**config.mk**
```make
export PLATFORM = sky130hd
export DESIGN_NAME = rmt_top
export DESIGN_NICKNAME = d
export VERILOG_FILES = /design/src/rmt_pkg.sv /design/src/sync_fifo.sv /design/src/match_stage.sv /design/src/ingress_parser.sv /design/src/deparser.sv /design/src/rmt_top.sv
export VERILOG_INCLUDE_DIRS = /design/src /design/src/include
export SDC_FILE = /design/constraint.sdc
export NUM_CORES = 2
export LEC_CHECK = 0
export ABC_AREA = 1
export BUFFER_PORTS_ARGS = -buffer_cell sky130_fd_sc_hd__clkbuf_2
export CAP_MARGIN = 25
export CORE_MARGIN = 5
export CORE_UTILIZATION = 40
export CTS_BUF_LIST = sky130_fd_sc_hd__clkbuf_8
export CTS_CLUSTER_DIAMETER = 80
export DETAILED_ROUTE_END_ITERATION = 8
export PLACE_DENSITY = 0.53
export RECOVER_POWER = 100
export SETUP_SLACK_MARGIN = 0.15
export SLEW_MARGIN = 20
export SYNTH_ARGS = -nofsm -noshare
export SYNTH_HDL_FRONTEND = slang
export SYNTH_HIERARCHICAL = 1
export SYNTH_SLANG_ARGS = --single-unit
```
**constraint.sdc**
```tcl
create_clock -name clk -period 11.9 [get_ports clk]
set_clock_uncertainty 0.05 [all_clocks]
set_input_delay 2.38 -clock clk [delete_from_list [all_inputs] [get_ports clk]]
set_output_delay 2.38 -clock clk [all_outputs]
set_load 0.1 [all_outputs]
```
**src/include/rmt_params.svh**
```systemverilog
`ifndef RMT_PARAMS_SVH
`define RMT_PARAMS_SVH

// stream and pipeline sizing
`define RMT_DATA_W          32
`define RMT_NUM_STAGES      3
`define RMT_TABLE_DEPTH     16

// buffering
`define RMT_PKT_FIFO_DEPTH  32
`define RMT_PHV_FIFO_DEPTH  8
`define RMT_NEARLY_FULL_GAP 4

// header beat layout
`define RMT_KIND_MSB        31
`define RMT_KIND_LSB        28
`define RMT_VLAN_MSB        27
`define RMT_VLAN_LSB        16
`define RMT_FIELD_MSB       15
`define RMT_FIELD_LSB       0

// control packet layout
`define RMT_CTRL_STAGE_MSB  25
`define RMT_CTRL_STAGE_LSB  24
`define RMT_CTRL_IDX_MSB    19
`define RMT_CTRL_IDX_LSB    16
`define RMT_CTRL_OP_MSB     17
`define RMT_CTRL_OP_LSB     16

`endif

```
**src/rmt_pkg.sv**
```systemverilog
`include "rmt_params.svh"

package rmt_pkg;

	// which path a packet takes
	typedef enum logic [3:0] {
		kind_data = 4'h0,
		kind_ctrl = 4'h1
	} pkt_kind_e;

	typedef enum logic [1:0] {
		op_nop = 2'd0,
		op_set = 2'd1,
		op_add = 2'd2,
		op_xor = 2'd3
	} act_op_e;

	typedef struct packed {
		logic [`RMT_VLAN_MSB-`RMT_VLAN_LSB:0]   vlan;
		logic [`RMT_FIELD_MSB-`RMT_FIELD_LSB:0] field;
	} phv_t;

	// one action table write, carried down the stage chain
	typedef struct packed {
		logic                                             valid;
		logic [`RMT_CTRL_STAGE_MSB-`RMT_CTRL_STAGE_LSB:0] stage;
		logic [`RMT_CTRL_IDX_MSB-`RMT_CTRL_IDX_LSB:0]     idx;
		act_op_e                                          op;
		logic [`RMT_FIELD_MSB-`RMT_FIELD_LSB:0]           operand;
	} tbl_wr_t;

endpackage

```
**src/sync_fifo.sv**
```systemverilog
`timescale 1ns/1ps
`include "rmt_params.svh"

module sync_fifo #(
	parameter int WIDTH = 8,
	parameter int DEPTH = 16
) (
	input  logic             clk,
	input  logic             aresetn,
	input  logic [WIDTH-1:0] din,
	input  logic             wr_en,
	input  logic             rd_en,
	output logic [WIDTH-1:0] dout,
	output logic             empty,
	output logic             nearly_full
);

	localparam int PTR_W = (DEPTH > 1) ? $clog2(DEPTH) : 1;
	localparam int CNT_W = $clog2(DEPTH + 1);

	logic [WIDTH-1:0] mem [DEPTH];
	logic [PTR_W-1:0] wr_ptr;
	logic [PTR_W-1:0] rd_ptr;
	logic [CNT_W-1:0] count;
	logic             do_wr;
	logic             do_rd;

	assign do_wr       = wr_en && (count != CNT_W'(DEPTH));
	assign do_rd       = rd_en && !empty;
	assign empty       = (count == '0);
	assign nearly_full = (count >= CNT_W'(DEPTH - `RMT_NEARLY_FULL_GAP));

	// fall-through read port
	assign dout = mem[rd_ptr];

	always_ff @(posedge clk) begin
		if (do_wr)
			mem[wr_ptr] <= din;
	end

	always_ff @(posedge clk) begin
		if (!aresetn) begin
			wr_ptr <= '0;
			rd_ptr <= '0;
			count  <= '0;
		end else begin
			if (do_wr)
				wr_ptr <= (wr_ptr == PTR_W'(DEPTH - 1)) ? '0 : wr_ptr + 1'b1;
			if (do_rd)
				rd_ptr <= (rd_ptr == PTR_W'(DEPTH - 1)) ? '0 : rd_ptr + 1'b1;
			if (do_wr && !do_rd)
				count <= count + 1'b1;
			else if (do_rd && !do_wr)
				count <= count - 1'b1;
		end
	end

endmodule

```
**src/match_stage.sv**
```systemverilog
`timescale 1ns/1ps
`include "rmt_params.svh"

module match_stage #(
	parameter int unsigned STAGE_ID = 0
) (
	input  logic             clk,
	input  logic             aresetn,
	input  rmt_pkg::phv_t    phv_in,
	input  logic             phv_in_valid,
	input  rmt_pkg::tbl_wr_t tbl_wr_in,
	output rmt_pkg::phv_t    phv_out,
	output logic             phv_out_valid,
	output rmt_pkg::tbl_wr_t tbl_wr_out
);

	localparam int IDX_W = $clog2(`RMT_TABLE_DEPTH);
	localparam int SID_W = `RMT_CTRL_STAGE_MSB - `RMT_CTRL_STAGE_LSB + 1;

	rmt_pkg::act_op_e                       op_tbl      [`RMT_TABLE_DEPTH];
	logic [`RMT_FIELD_MSB-`RMT_FIELD_LSB:0] operand_tbl [`RMT_TABLE_DEPTH];

	logic                                   tbl_hit;
	logic [IDX_W-1:0]                       lookup_idx;
	rmt_pkg::act_op_e                       act_op;
	logic [`RMT_FIELD_MSB-`RMT_FIELD_LSB:0] act_operand;
	logic [`RMT_FIELD_MSB-`RMT_FIELD_LSB:0] field_next;

	assign tbl_hit     = tbl_wr_in.valid && (tbl_wr_in.stage == STAGE_ID[SID_W-1:0]);
	assign lookup_idx  = phv_in.vlan[IDX_W-1:0];
	assign act_op      = op_tbl[lookup_idx];
	assign act_operand = operand_tbl[lookup_idx];

	// arithmetic wraps at the field width
	always_comb begin
		case (act_op)
			rmt_pkg::op_set: field_next = act_operand;
			rmt_pkg::op_add: field_next = phv_in.field + act_operand;
			rmt_pkg::op_xor: field_next = phv_in.field ^ act_operand;
			default:         field_next = phv_in.field;
		endcase
	end

	// opcodes come up as nop
	always_ff @(posedge clk) begin
		if (!aresetn) begin
			for (int i = 0; i < `RMT_TABLE_DEPTH; i++)
				op_tbl[i] <= rmt_pkg::op_nop;
		end else if (tbl_hit) begin
			op_tbl[tbl_wr_in.idx] <= tbl_wr_in.op;
		end
	end

	always_ff @(posedge clk) begin
		if (tbl_hit)
			operand_tbl[tbl_wr_in.idx] <= tbl_wr_in.operand;
	end

	always_ff @(posedge clk) begin
		if (!aresetn) begin
			phv_out_valid    <= 1'b0;
			tbl_wr_out.valid <= 1'b0;
		end else begin
			phv_out_valid <= phv_in_valid;
			tbl_wr_out    <= tbl_wr_in;
		end
	end

	always_ff @(posedge clk) begin
		phv_out.vlan  <= phv_in.vlan;
		phv_out.field <= field_next;
	end

endmodule

```
**src/ingress_parser.sv**
```systemverilog
`timescale 1ns/1ps
`include "rmt_params.svh"

module ingress_parser (
	input  logic                   clk,
	input  logic                   aresetn,
	input  logic [31:0]            vlan_drop_flags,
	input  logic [`RMT_DATA_W-1:0] in_data,
	input  logic                   in_valid,
	input  logic                   in_last,
	output logic                   in_ready,
	input  logic                   fifo_almost_full,
	output logic [31:0]            ctrl_token,
	output rmt_pkg::phv_t          phv,
	output logic                   phv_valid,
	output rmt_pkg::tbl_wr_t       tbl_wr,
	output logic [`RMT_DATA_W:0]   pkt_data,
	output logic                   pkt_wr
);

	typedef enum logic [1:0] {
		st_idle,
		st_data,
		st_drop,
		st_ctrl
	} state_e;

	state_e             state;
	logic               accept;
	logic               is_hdr;
	rmt_pkg::pkt_kind_e hdr_kind;
	logic               hdr_keep;
	logic               ctrl_beat;
	logic               ctrl_beat1;
	rmt_pkg::tbl_wr_t   ctrl_acc;
	rmt_pkg::tbl_wr_t   next_wr;

	assign in_ready = ~fifo_almost_full;
	assign accept   = in_valid & in_ready;
	assign is_hdr   = (state == st_idle);
	assign hdr_kind = rmt_pkg::pkt_kind_e'(in_data[`RMT_KIND_MSB:`RMT_KIND_LSB]);

	// low five vlan bits pick a drop flag; unknown kinds are dropped as well
	assign hdr_keep = (hdr_kind == rmt_pkg::kind_data) &&
			!vlan_drop_flags[in_data[`RMT_VLAN_LSB+4:`RMT_VLAN_LSB]];

	assign ctrl_beat = (is_hdr && hdr_kind == rmt_pkg::kind_ctrl) || (state == st_ctrl);

	assign pkt_data = {in_last, in_data};
	assign pkt_wr   = accept && ((is_hdr && hdr_keep) || state == st_data);

	// table write as it stands after the current control beat
	always_comb begin
		next_wr = ctrl_acc;
		if (is_hdr) begin
			next_wr.stage   = in_data[`RMT_CTRL_STAGE_MSB:`RMT_CTRL_STAGE_LSB];
			next_wr.idx     = in_data[`RMT_CTRL_IDX_MSB:`RMT_CTRL_IDX_LSB];
			next_wr.op      = rmt_pkg::op_nop;
			next_wr.operand = '0;
		end else if (ctrl_beat1) begin
			next_wr.op      = rmt_pkg::act_op_e'(in_data[`RMT_CTRL_OP_MSB:`RMT_CTRL_OP_LSB]);
			next_wr.operand = in_data[`RMT_FIELD_MSB:`RMT_FIELD_LSB];
		end
		next_wr.valid = 1'b1;
	end

	always_ff @(posedge clk) begin
		if (!aresetn) begin
			state        <= st_idle;
			phv_valid    <= 1'b0;
			tbl_wr.valid <= 1'b0;
			ctrl_beat1   <= 1'b0;
			ctrl_token   <= '0;
		end else begin
			phv_valid    <= 1'b0;
			tbl_wr.valid <= 1'b0;
			if (accept) begin
				case (state)
					st_idle: begin
						if (!in_last) begin
							if (hdr_kind == rmt_pkg::kind_ctrl)
								state <= st_ctrl;
							else if (hdr_keep)
								state <= st_data;
							else
								state <= st_drop;
						end
						if (hdr_keep)
							phv_valid <= 1'b1;
					end
					default: begin
						if (in_last)
							state <= st_idle;
					end
				endcase

				if (ctrl_beat) begin
					ctrl_beat1 <= is_hdr;
					if (in_last) begin
						tbl_wr     <= next_wr;
						ctrl_token <= ctrl_token + 32'd1;
					end
				end
			end
		end
	end

	// payload capture
	always_ff @(posedge clk) begin
		if (accept && is_hdr) begin
			phv.vlan  <= in_data[`RMT_VLAN_MSB:`RMT_VLAN_LSB];
			phv.field <= in_data[`RMT_FIELD_MSB:`RMT_FIELD_LSB];
		end
		if (accept && ctrl_beat)
			ctrl_acc <= next_wr;
	end

endmodule

```
**src/deparser.sv**
```systemverilog
`timescale 1ns/1ps
`include "rmt_params.svh"

module deparser (
	input  logic                   clk,
	input  logic                   aresetn,
	input  logic [`RMT_DATA_W:0]   pkt_dout,
	input  logic                   pkt_empty,
	output logic                   pkt_rd,
	input  rmt_pkg::phv_t          phv_dout,
	input  logic                   phv_empty,
	output logic                   phv_rd,
	output logic [`RMT_DATA_W-1:0] out_data,
	output logic                   out_valid,
	output logic                   out_last,
	input  logic                   out_ready
);

	logic                   first_beat;
	logic [`RMT_DATA_W-1:0] pkt_beat;
	logic                   pkt_last;
	logic [`RMT_DATA_W-1:0] hdr_beat;

	assign pkt_beat = pkt_dout[`RMT_DATA_W-1:0];
	assign pkt_last = pkt_dout[`RMT_DATA_W];

	// header beat with the processed field spliced in
	always_comb begin
		hdr_beat = pkt_beat;
		hdr_beat[`RMT_FIELD_MSB:`RMT_FIELD_LSB] = phv_dout.field;
	end

	// a header beat also waits for its phv
	assign out_valid = !pkt_empty && (!first_beat || !phv_empty);
	assign out_data  = first_beat ? hdr_beat : pkt_beat;
	assign out_last  = pkt_last;

	assign pkt_rd = out_valid && out_ready;
	assign phv_rd = pkt_rd && first_beat;

	always_ff @(posedge clk) begin
		if (!aresetn)
			first_beat <= 1'b1;
		else if (pkt_rd)
			first_beat <= pkt_last;
	end

endmodule

```
**src/rmt_top.sv**
```systemverilog
`timescale 1ns/1ps
`include "rmt_params.svh"

module rmt_top (
	input  logic                   clk,
	input  logic                   aresetn,
	input  logic [31:0]            vlan_drop_flags,
	output logic [31:0]            ctrl_token,
	input  logic [`RMT_DATA_W-1:0] in_data,
	input  logic                   in_valid,
	input  logic                   in_last,
	output logic                   in_ready,
	output logic [`RMT_DATA_W-1:0] out_data,
	output logic                   out_valid,
	output logic                   out_last,
	input  logic                   out_ready
);

	localparam int PHV_W = $bits(rmt_pkg::phv_t);

	// index 0 is the parser output, index n the output of stage n-1
	rmt_pkg::phv_t    stg_phv       [`RMT_NUM_STAGES+1];
	logic             stg_phv_valid [`RMT_NUM_STAGES+1];
	rmt_pkg::tbl_wr_t stg_tbl_wr    [`RMT_NUM_STAGES+1];

	logic [`RMT_DATA_W:0] pkt_din;
	logic [`RMT_DATA_W:0] pkt_dout;
	logic                 pkt_wr;
	logic                 pkt_rd;
	logic                 pkt_empty;
	logic                 pkt_nearly_full;

	logic [PHV_W-1:0] phv_dout;
	logic             phv_rd;
	logic             phv_empty;
	logic             phv_nearly_full;

	ingress_parser u_parser (
		.clk              (clk),
		.aresetn          (aresetn),
		.vlan_drop_flags  (vlan_drop_flags),
		.in_data          (in_data),
		.in_valid         (in_valid),
		.in_last          (in_last),
		.in_ready         (in_ready),
		.fifo_almost_full (pkt_nearly_full | phv_nearly_full),
		.ctrl_token       (ctrl_token),
		.phv              (stg_phv[0]),
		.phv_valid        (stg_phv_valid[0]),
		.tbl_wr           (stg_tbl_wr[0]),
		.pkt_data         (pkt_din),
		.pkt_wr           (pkt_wr)
	);

	for (genvar i = 0; i < `RMT_NUM_STAGES; i++) begin : g_stage
		match_stage #(
			.STAGE_ID (i)
		) u_stage (
			.clk           (clk),
			.aresetn       (aresetn),
			.phv_in        (stg_phv[i]),
			.phv_in_valid  (stg_phv_valid[i]),
			.tbl_wr_in     (stg_tbl_wr[i]),
			.phv_out       (stg_phv[i+1]),
			.phv_out_valid (stg_phv_valid[i+1]),
			.tbl_wr_out    (stg_tbl_wr[i+1])
		);
	end

	sync_fifo #(
		.WIDTH (`RMT_DATA_W+1),
		.DEPTH (`RMT_PKT_FIFO_DEPTH)
	) u_pkt_fifo (
		.clk         (clk),
		.aresetn     (aresetn),
		.din         (pkt_din),
		.wr_en       (pkt_wr),
		.rd_en       (pkt_rd),
		.dout        (pkt_dout),
		.empty       (pkt_empty),
		.nearly_full (pkt_nearly_full)
	);

	sync_fifo #(
		.WIDTH (PHV_W),
		.DEPTH (`RMT_PHV_FIFO_DEPTH)
	) u_phv_fifo (
		.clk         (clk),
		.aresetn     (aresetn),
		.din         (stg_phv[`RMT_NUM_STAGES]),
		.wr_en       (stg_phv_valid[`RMT_NUM_STAGES]),
		.rd_en       (phv_rd),
		.dout        (phv_dout),
		.empty       (phv_empty),
		.nearly_full (phv_nearly_full)
	);

	deparser u_deparser (
		.clk       (clk),
		.aresetn   (aresetn),
		.pkt_dout  (pkt_dout),
		.pkt_empty (pkt_empty),
		.pkt_rd    (pkt_rd),
		.phv_dout  (phv_dout),
		.phv_empty (phv_empty),
		.phv_rd    (phv_rd),
		.out_data  (out_data),
		.out_valid (out_valid),
		.out_last  (out_last),
		.out_ready (out_ready)
	);

endmodule

```
## Word level (Yosys, flattened, before mapping)

Memories as Yosys holds them, arrays and structs flattened. A register that Yosys moved wholly into a read port is not among the register bits.
Index checks and enable logic that the tools add are counted.

| operators by class | value |
|---|---|
| reductions and logical operators | 48 |
| equality and inequality tests | 21 |
| bitwise gates (word level) | 6 |
| add/sub/neg operators | 12 |
| magnitude comparators | 3 |
| muxes and demuxes | 56 |

Operators by type and width:

| cell | number |
|---|---|
| $pmux 16 s3 | 3 |
| $add 16x16->16 | 3 |
| $xor 16x16->16 | 3 |
| $mux 18 | 2 |
| $add 32x1->32 const B | 1 |
| $mux 4 | 7 |
| $mux 25 | 1 |
| $mux 1 | 22 |
| $logic_and 1x1->1 | 20 |
| $mux 5 | 4 |
| $mux 6 | 3 |
| $eq 2x2->1 const B | 8 |
| $mux 16 | 1 |
| $mux 2 | 8 |
| $mux 3 | 4 |
| $reduce_and 3->1 | 4 |
| $add 5x1->5 const B | 2 |
| $eq 2x1->1 const B | 5 |
| $eq 5x5->1 const B | 2 |
| $logic_not 1->1 | 8 |
| $logic_not 4->1 | 2 |
| $add 3x1->3 const B | 2 |
| $add 6x1->6 const B | 1 |
| $eq 3x3->1 const B | 2 |
| other kinds (21) | 28 |

| word-level totals | value |
|---|---|
| word-level logic and storage cells | 195 |
| output and inout bits | 67 |
| memories | 8 |
| input bits | 69 |
| memory bits (writable) | 2,144 |
| bits in registers | 277 |

Memories:

| memory | words | bits a word | rd ports | clocked after Yosys merged registers in | wr ports | line | RTL |
|---|---|---|---|---|---|---|---|
| u_pkt_fifo.mem | 32 | 33 | 1 | 1 | 1 | sync_fifo.sv:21 | `logic [WIDTH-1:0] mem [DEPTH];` |
| g_stage[0].u_stage.operand_tbl | 16 | 16 | 1 | 1 | 1 | match_stage.sv:21 | `` logic [`RMT_FIELD_MSB-`RMT_FIELD_LSB:0] operand_tbl [`RMT_TABLE_DEPTH]; `` |
| g_stage[1].u_stage.operand_tbl | 16 | 16 | 1 | 1 | 1 | match_stage.sv:21 |  |
| g_stage[2].u_stage.operand_tbl | 16 | 16 | 1 | 1 | 1 | match_stage.sv:21 |  |
| u_phv_fifo.mem | 8 | 28 | 1 | 1 | 1 | sync_fifo.sv:21 |  |
| g_stage[0].u_stage.op_tbl | 16 | 2 | 1 | 1 | 16 | match_stage.sv:20 | `` rmt_pkg::act_op_e op_tbl [`RMT_TABLE_DEPTH]; `` |
| +2 memories | - | - | - | - | - | - |  |

## Depth between registers and ports, before layout

| depth | value |
|---|---|
| depth after elaboration | 12 |
| gate-level depth with buffers | 24 |
| depth with buffers taken out | 23 |

## By module

Netlist, hierarchy kept.

Modules (own cells, without submodules):

| module | times used | sequential area each (um^2) | area each (um^2) | cells an instance |
|---|---|---|---|---|
| sync_fifo at u_pkt_fifo | 1 | 32,130.8 | 44,163.6 | 3,755 |
| match_stage at g_stage[1].u_stage | 1 | 9,969.6 | 14,508.9 | 1,297 |
| match_stage at g_stage[0].u_stage | 1 | 9,969.6 | 14,472.6 | 1,299 |
| match_stage at g_stage[2].u_stage | 1 | 9,969.6 | 14,438.8 | 1,308 |
| sync_fifo at u_phv_fifo | 1 | 6,986.7 | 9,641.7 | 845 |
| ingress_parser | 1 | 3,022.9 | 5,415.2 | 596 |
| deparser | 1 | 20.0 | 441.7 | 79 |
| rmt_top | 1 | 0.0 | 11.3 | 3 |

## Least setup slack after synthesis

OpenSTA, ideal clock, no wires.

| timing | value |
|---|---|
| path type | input port to flip-flop |
| from | in in_data[16] |
| to | mem u_pkt_fifo/mem[13][0] (netlist bit), enable pin |
| data required time | 11,386 ps |
| stages on the path | 15 |
| path buffers | 4 |
| data arrival time | 6,083 ps |
| setup time | 464 ps |
| path slack | 5,303 ps |
| cell sequence | buf_2 > inv_4 > buf_2 > nand2_1 > nand3_1 > nand3_1 > nand3_1 > nand3_1 > nand2_1 > nand2_1 > a21oi_1 > nand2_1 > buf_2 > buf_2 > nor3_1 |

| on the way | value |
|---|---|
| word-level cells in the longest chain between the ends | 10 |

RTL lines:

| what | line | RTL |
|---|---|---|
| start: declaration | rmt_top.sv:9 | `` input logic [`RMT_DATA_W-1:0] in_data, `` |
| $bmux 1 s5 | ingress_parser.sv:45 | `` !vlan_drop_flags[in_data[`RMT_VLAN_LSB+4:`RMT_VLAN_LSB]]; `` |
| $mux 1 | ingress_parser.sv:45 |  |
| $logic_not 1->1 | ingress_parser.sv:45 |  |
| $logic_and 1x1->1 | ingress_parser.sv:44 | `assign hdr_keep = (hdr_kind == rmt_pkg::kind_data) &&` |
| $logic_and 1x1->1 | ingress_parser.sv:50 | `assign pkt_wr = accept && ((is_hdr && hdr_keep) \|\| state == st_data);` |
| $logic_or 1x1->1 | ingress_parser.sv:50 |  |
| $logic_and 1x1->1 | ingress_parser.sv:50 |  |
| via pkt_wr | rmt_top.sv:28 | `logic pkt_wr;` |
| $logic_and 1x1->1 | sync_fifo.sv:28 | `assign do_wr = wr_en && (count != CNT_W'(DEPTH));` |
| $mux 1 | sync_fifo.sv:37 | `if (do_wr)` |
| $mux 1 (implied by the code) | sync_fifo.sv:38 | `mem[wr_ptr] <= din;` |
| end: declaration | sync_fifo.sv:21 |  |

The timed path passes the listed nets, and every way through them passes these cells. The select of a mux whose other input is x is not followed.

==> results.ini <==
[status]
status = complete, but fails checks
violations = capacitance limit, slew limit

[setup_path]
reg2reg_to = g_stage[2].u_stage/phv_out[4]
cp_max_fo = 219
cpPeakStageDelay_ps = 2660
crit_required_ps = 9470
timing.rr.start = g_stage[1].u_stage/phv_out[16]
reg2reg_slack_ps = 3630
setup.worst_path.start_class = register
cp_slowest_cell = clkbuf_1
rr_worst_depth = 13
cp.arrival_ps = 6840
cp-endpoint = out_data[23]
worstPathCellList = inv_16 -> clkbuf_1 -> nand2_1 -> nand3_1 -> nand3_1 -> nand2_1 -> nand2_1 -> nand2_1 -> nand2_1 -> nand2_1 -> clkbuf_1
end_kind = output pin
cp_common_cell = nand2_1
criticalPathCategory = register to output pin

[timing]
setup_viol = 0
slew_viol_final = 2828
period_minus_slack_ps = 9270
hold_ws_ps = 363
worst_slew_pin_slew_ps = 4300
finalHoldViolCount = 0
max_freq_mhz = 108
fin_tns_setup_ps = 0
finalCritPeriodShare_pct = 77.9
setup_slack_ps = 2630
maxSlewHeadroom_pct = -187
grt_setup_unrepaired = false

[yosys]
synth_cells = 8813
netlist_area_sq_mm = 0.0978
avgSynthCellArea_sq_um = 11.1
syn-num-nets = 8953
yosys_warnings = 6

[clock_tree]
clock_sinks = 2297
cts_buffer_depth = 4
cts-root-buf = clkbuf_8
tritoncts = built
numCtsBuffers = 401
cts_resized = 0
worstSkewPairLatency_ps = 1080
ctsHtreeMaxLevel = 5
path_clk_slew_ps = 60
hold_buffers = 0
post_cts_buffers = 0

[place]
place_ws_ps = 5010
place_hpwl_um = 158000
gp_congestion = 0.841
port_buffers = 135
placed_cell_area_sq_mm = 0.101

[final_layout]
drive_gt1_share_pct = 7.33
final_nets = 9130
area_delta_synth_final_pct = 9.62
postLayoutCellArea_sq_mm = 0.107

[flow_run]
maxCapViolations = 94

[global_routing]
grt_max_degree = 220
gr-usage-all-layers_pct = 21.2
grt_pass1_wl_um = 412000
grt_pass1_vias = 63000
grt-ovfl-total = 0
antenna_found_initial = 11

[power_and_ir_drop]
finalPower_mw = 17.0
ir_drop_mv = 0.0846
p_per_area_mw_per_mm2 = 159
p_leak_nw = 39.1

[detailed_routing]
wl_um = 280000
wl_per_cell_um = 22.4
firstDrtPassIters = 6
vias = 66000
drt_iter0_drc = 5954
detail-route-antenna-nets = 0
routed_via_density = 5.28
drcViolationCount = 0

[die]
coreArea_sq_mm = 0.243
row_count = 181
die_w_um = 504
start_util_pct = 40.2
pin_count = 136
die_y_um = 504
dieArea_sq_mm = 0.254

[min_path]
hp-start = g_stage[0].u_stage/phv_out_valid
min-delay-path-class = register to register

final cells by class:
cell class	count	area [sq um]
diodes	3	7.51
clock buffers	441	6070
clock inverters	267	1220
fillers	23100	136000
inverters	362	1400
multi-input cells	5617	25300
flip-flops and latches	2297	67700
well taps	3202	4010
repair buffers	311	1530
per-stage QoR:
step,std cells,utilization (%)
3_5_place_dp,11800,41.5
5_1_grt,12500,44.1
2_1_floorplan,8813,-
3_3_place_gp,11800,41.4
4_1_cts,12500,44.5
6_report,12500,44.1
where the power goes:
group	internal [mW]	switching (mW)
logic	0.363	0.887
registers	8.98	0.163
clock network	3.48	3.15
cells in the final DEF (no fill, tap or decap), drive strengths merged, types with 11 or more instances in the layout:
master / instances
o21bai: 16
nor3: 60
nand4: 17
o221ai: 27
edfxtp: 2164
inv: 492
nor2: 942
nand3: 1137
o21ai: 499
o211ai: 161
a21oi: 108
buf: 44
xor2: 11
dfxtp: 133
clkinv: 125
nand2: 2536
ha: 66
clkbuf: 708
critical path: cells and delay by family (launching register included):
family	cells	cell delay, ps
buf+inv	3	4130
flops	1	510
simple gates	8	920
worst min-delay path by stage:
| stage | endpoint | slack (ps) | cells after the start |
|---|---|---|---|
| 6_report | g_stage[1].u_stage/phv_out_valid | 360 | 2 |
| 5_1_grt | g_stage[1].u_stage/phv_out_valid | 390 | 2 |
| 4_1_cts | g_stage[1].u_stage/phv_out_valid | 360 | 2 |
| 3_5_place_dp | g_stage[1].u_stage/phv_out_valid | 350 | 2 |
| 3_3_place_gp | g_stage[0].u_stage/phv_out_valid | 350 | 2 |
| 2_1_floorplan | g_stage[1].u_stage/phv_out[18] | 280 | 0 |
flip-flops by register name, indices dropped and copies added (netlist names), named ones only:
register and flops:
u_parser/phv 20, u_phv_fifo/mem 128, u_pkt_fifo/rd_ptr 5, u_pkt_fifo/wr_ptr 5
u_pkt_fifo/count 6, u_parser/phv_valid 1, u_pkt_fifo/mem 1056, g_stage.u_stage/phv_out 56
g_stage.u_stage/phv_out_valid 3, u_deparser/first_beat 1, g_stage.u_stage/operand_tbl 768, u_phv_fifo/count 4
u_parser/state 2, u_parser/ctrl_beat1 1, u_parser/ctrl_acc 24, u_parser/tbl_wr 25
u_phv_fifo/wr_ptr 3, g_stage.u_stage/op_tbl 96, u_parser/ctrl_token 32, u_phv_fifo/rd_ptr 3
g_stage.u_stage/tbl_wr_out 50
metal layers:
| metal | up-vias | track usage [%] | wire length (um) |
|---|---|---|---|
| met5 | - | 0 | 13 |
| met4 | 2 | 5.81 | 6830 |
| met3 | 405 | 3.18 | 17300 |
| met2 | 2143 | 33.7 | 130000 |
| met1 | 32600 | 30.6 | 126000 |
| li1 | 30800 | - | - |
No activity file was read; power rests on OpenSTA's default activity.
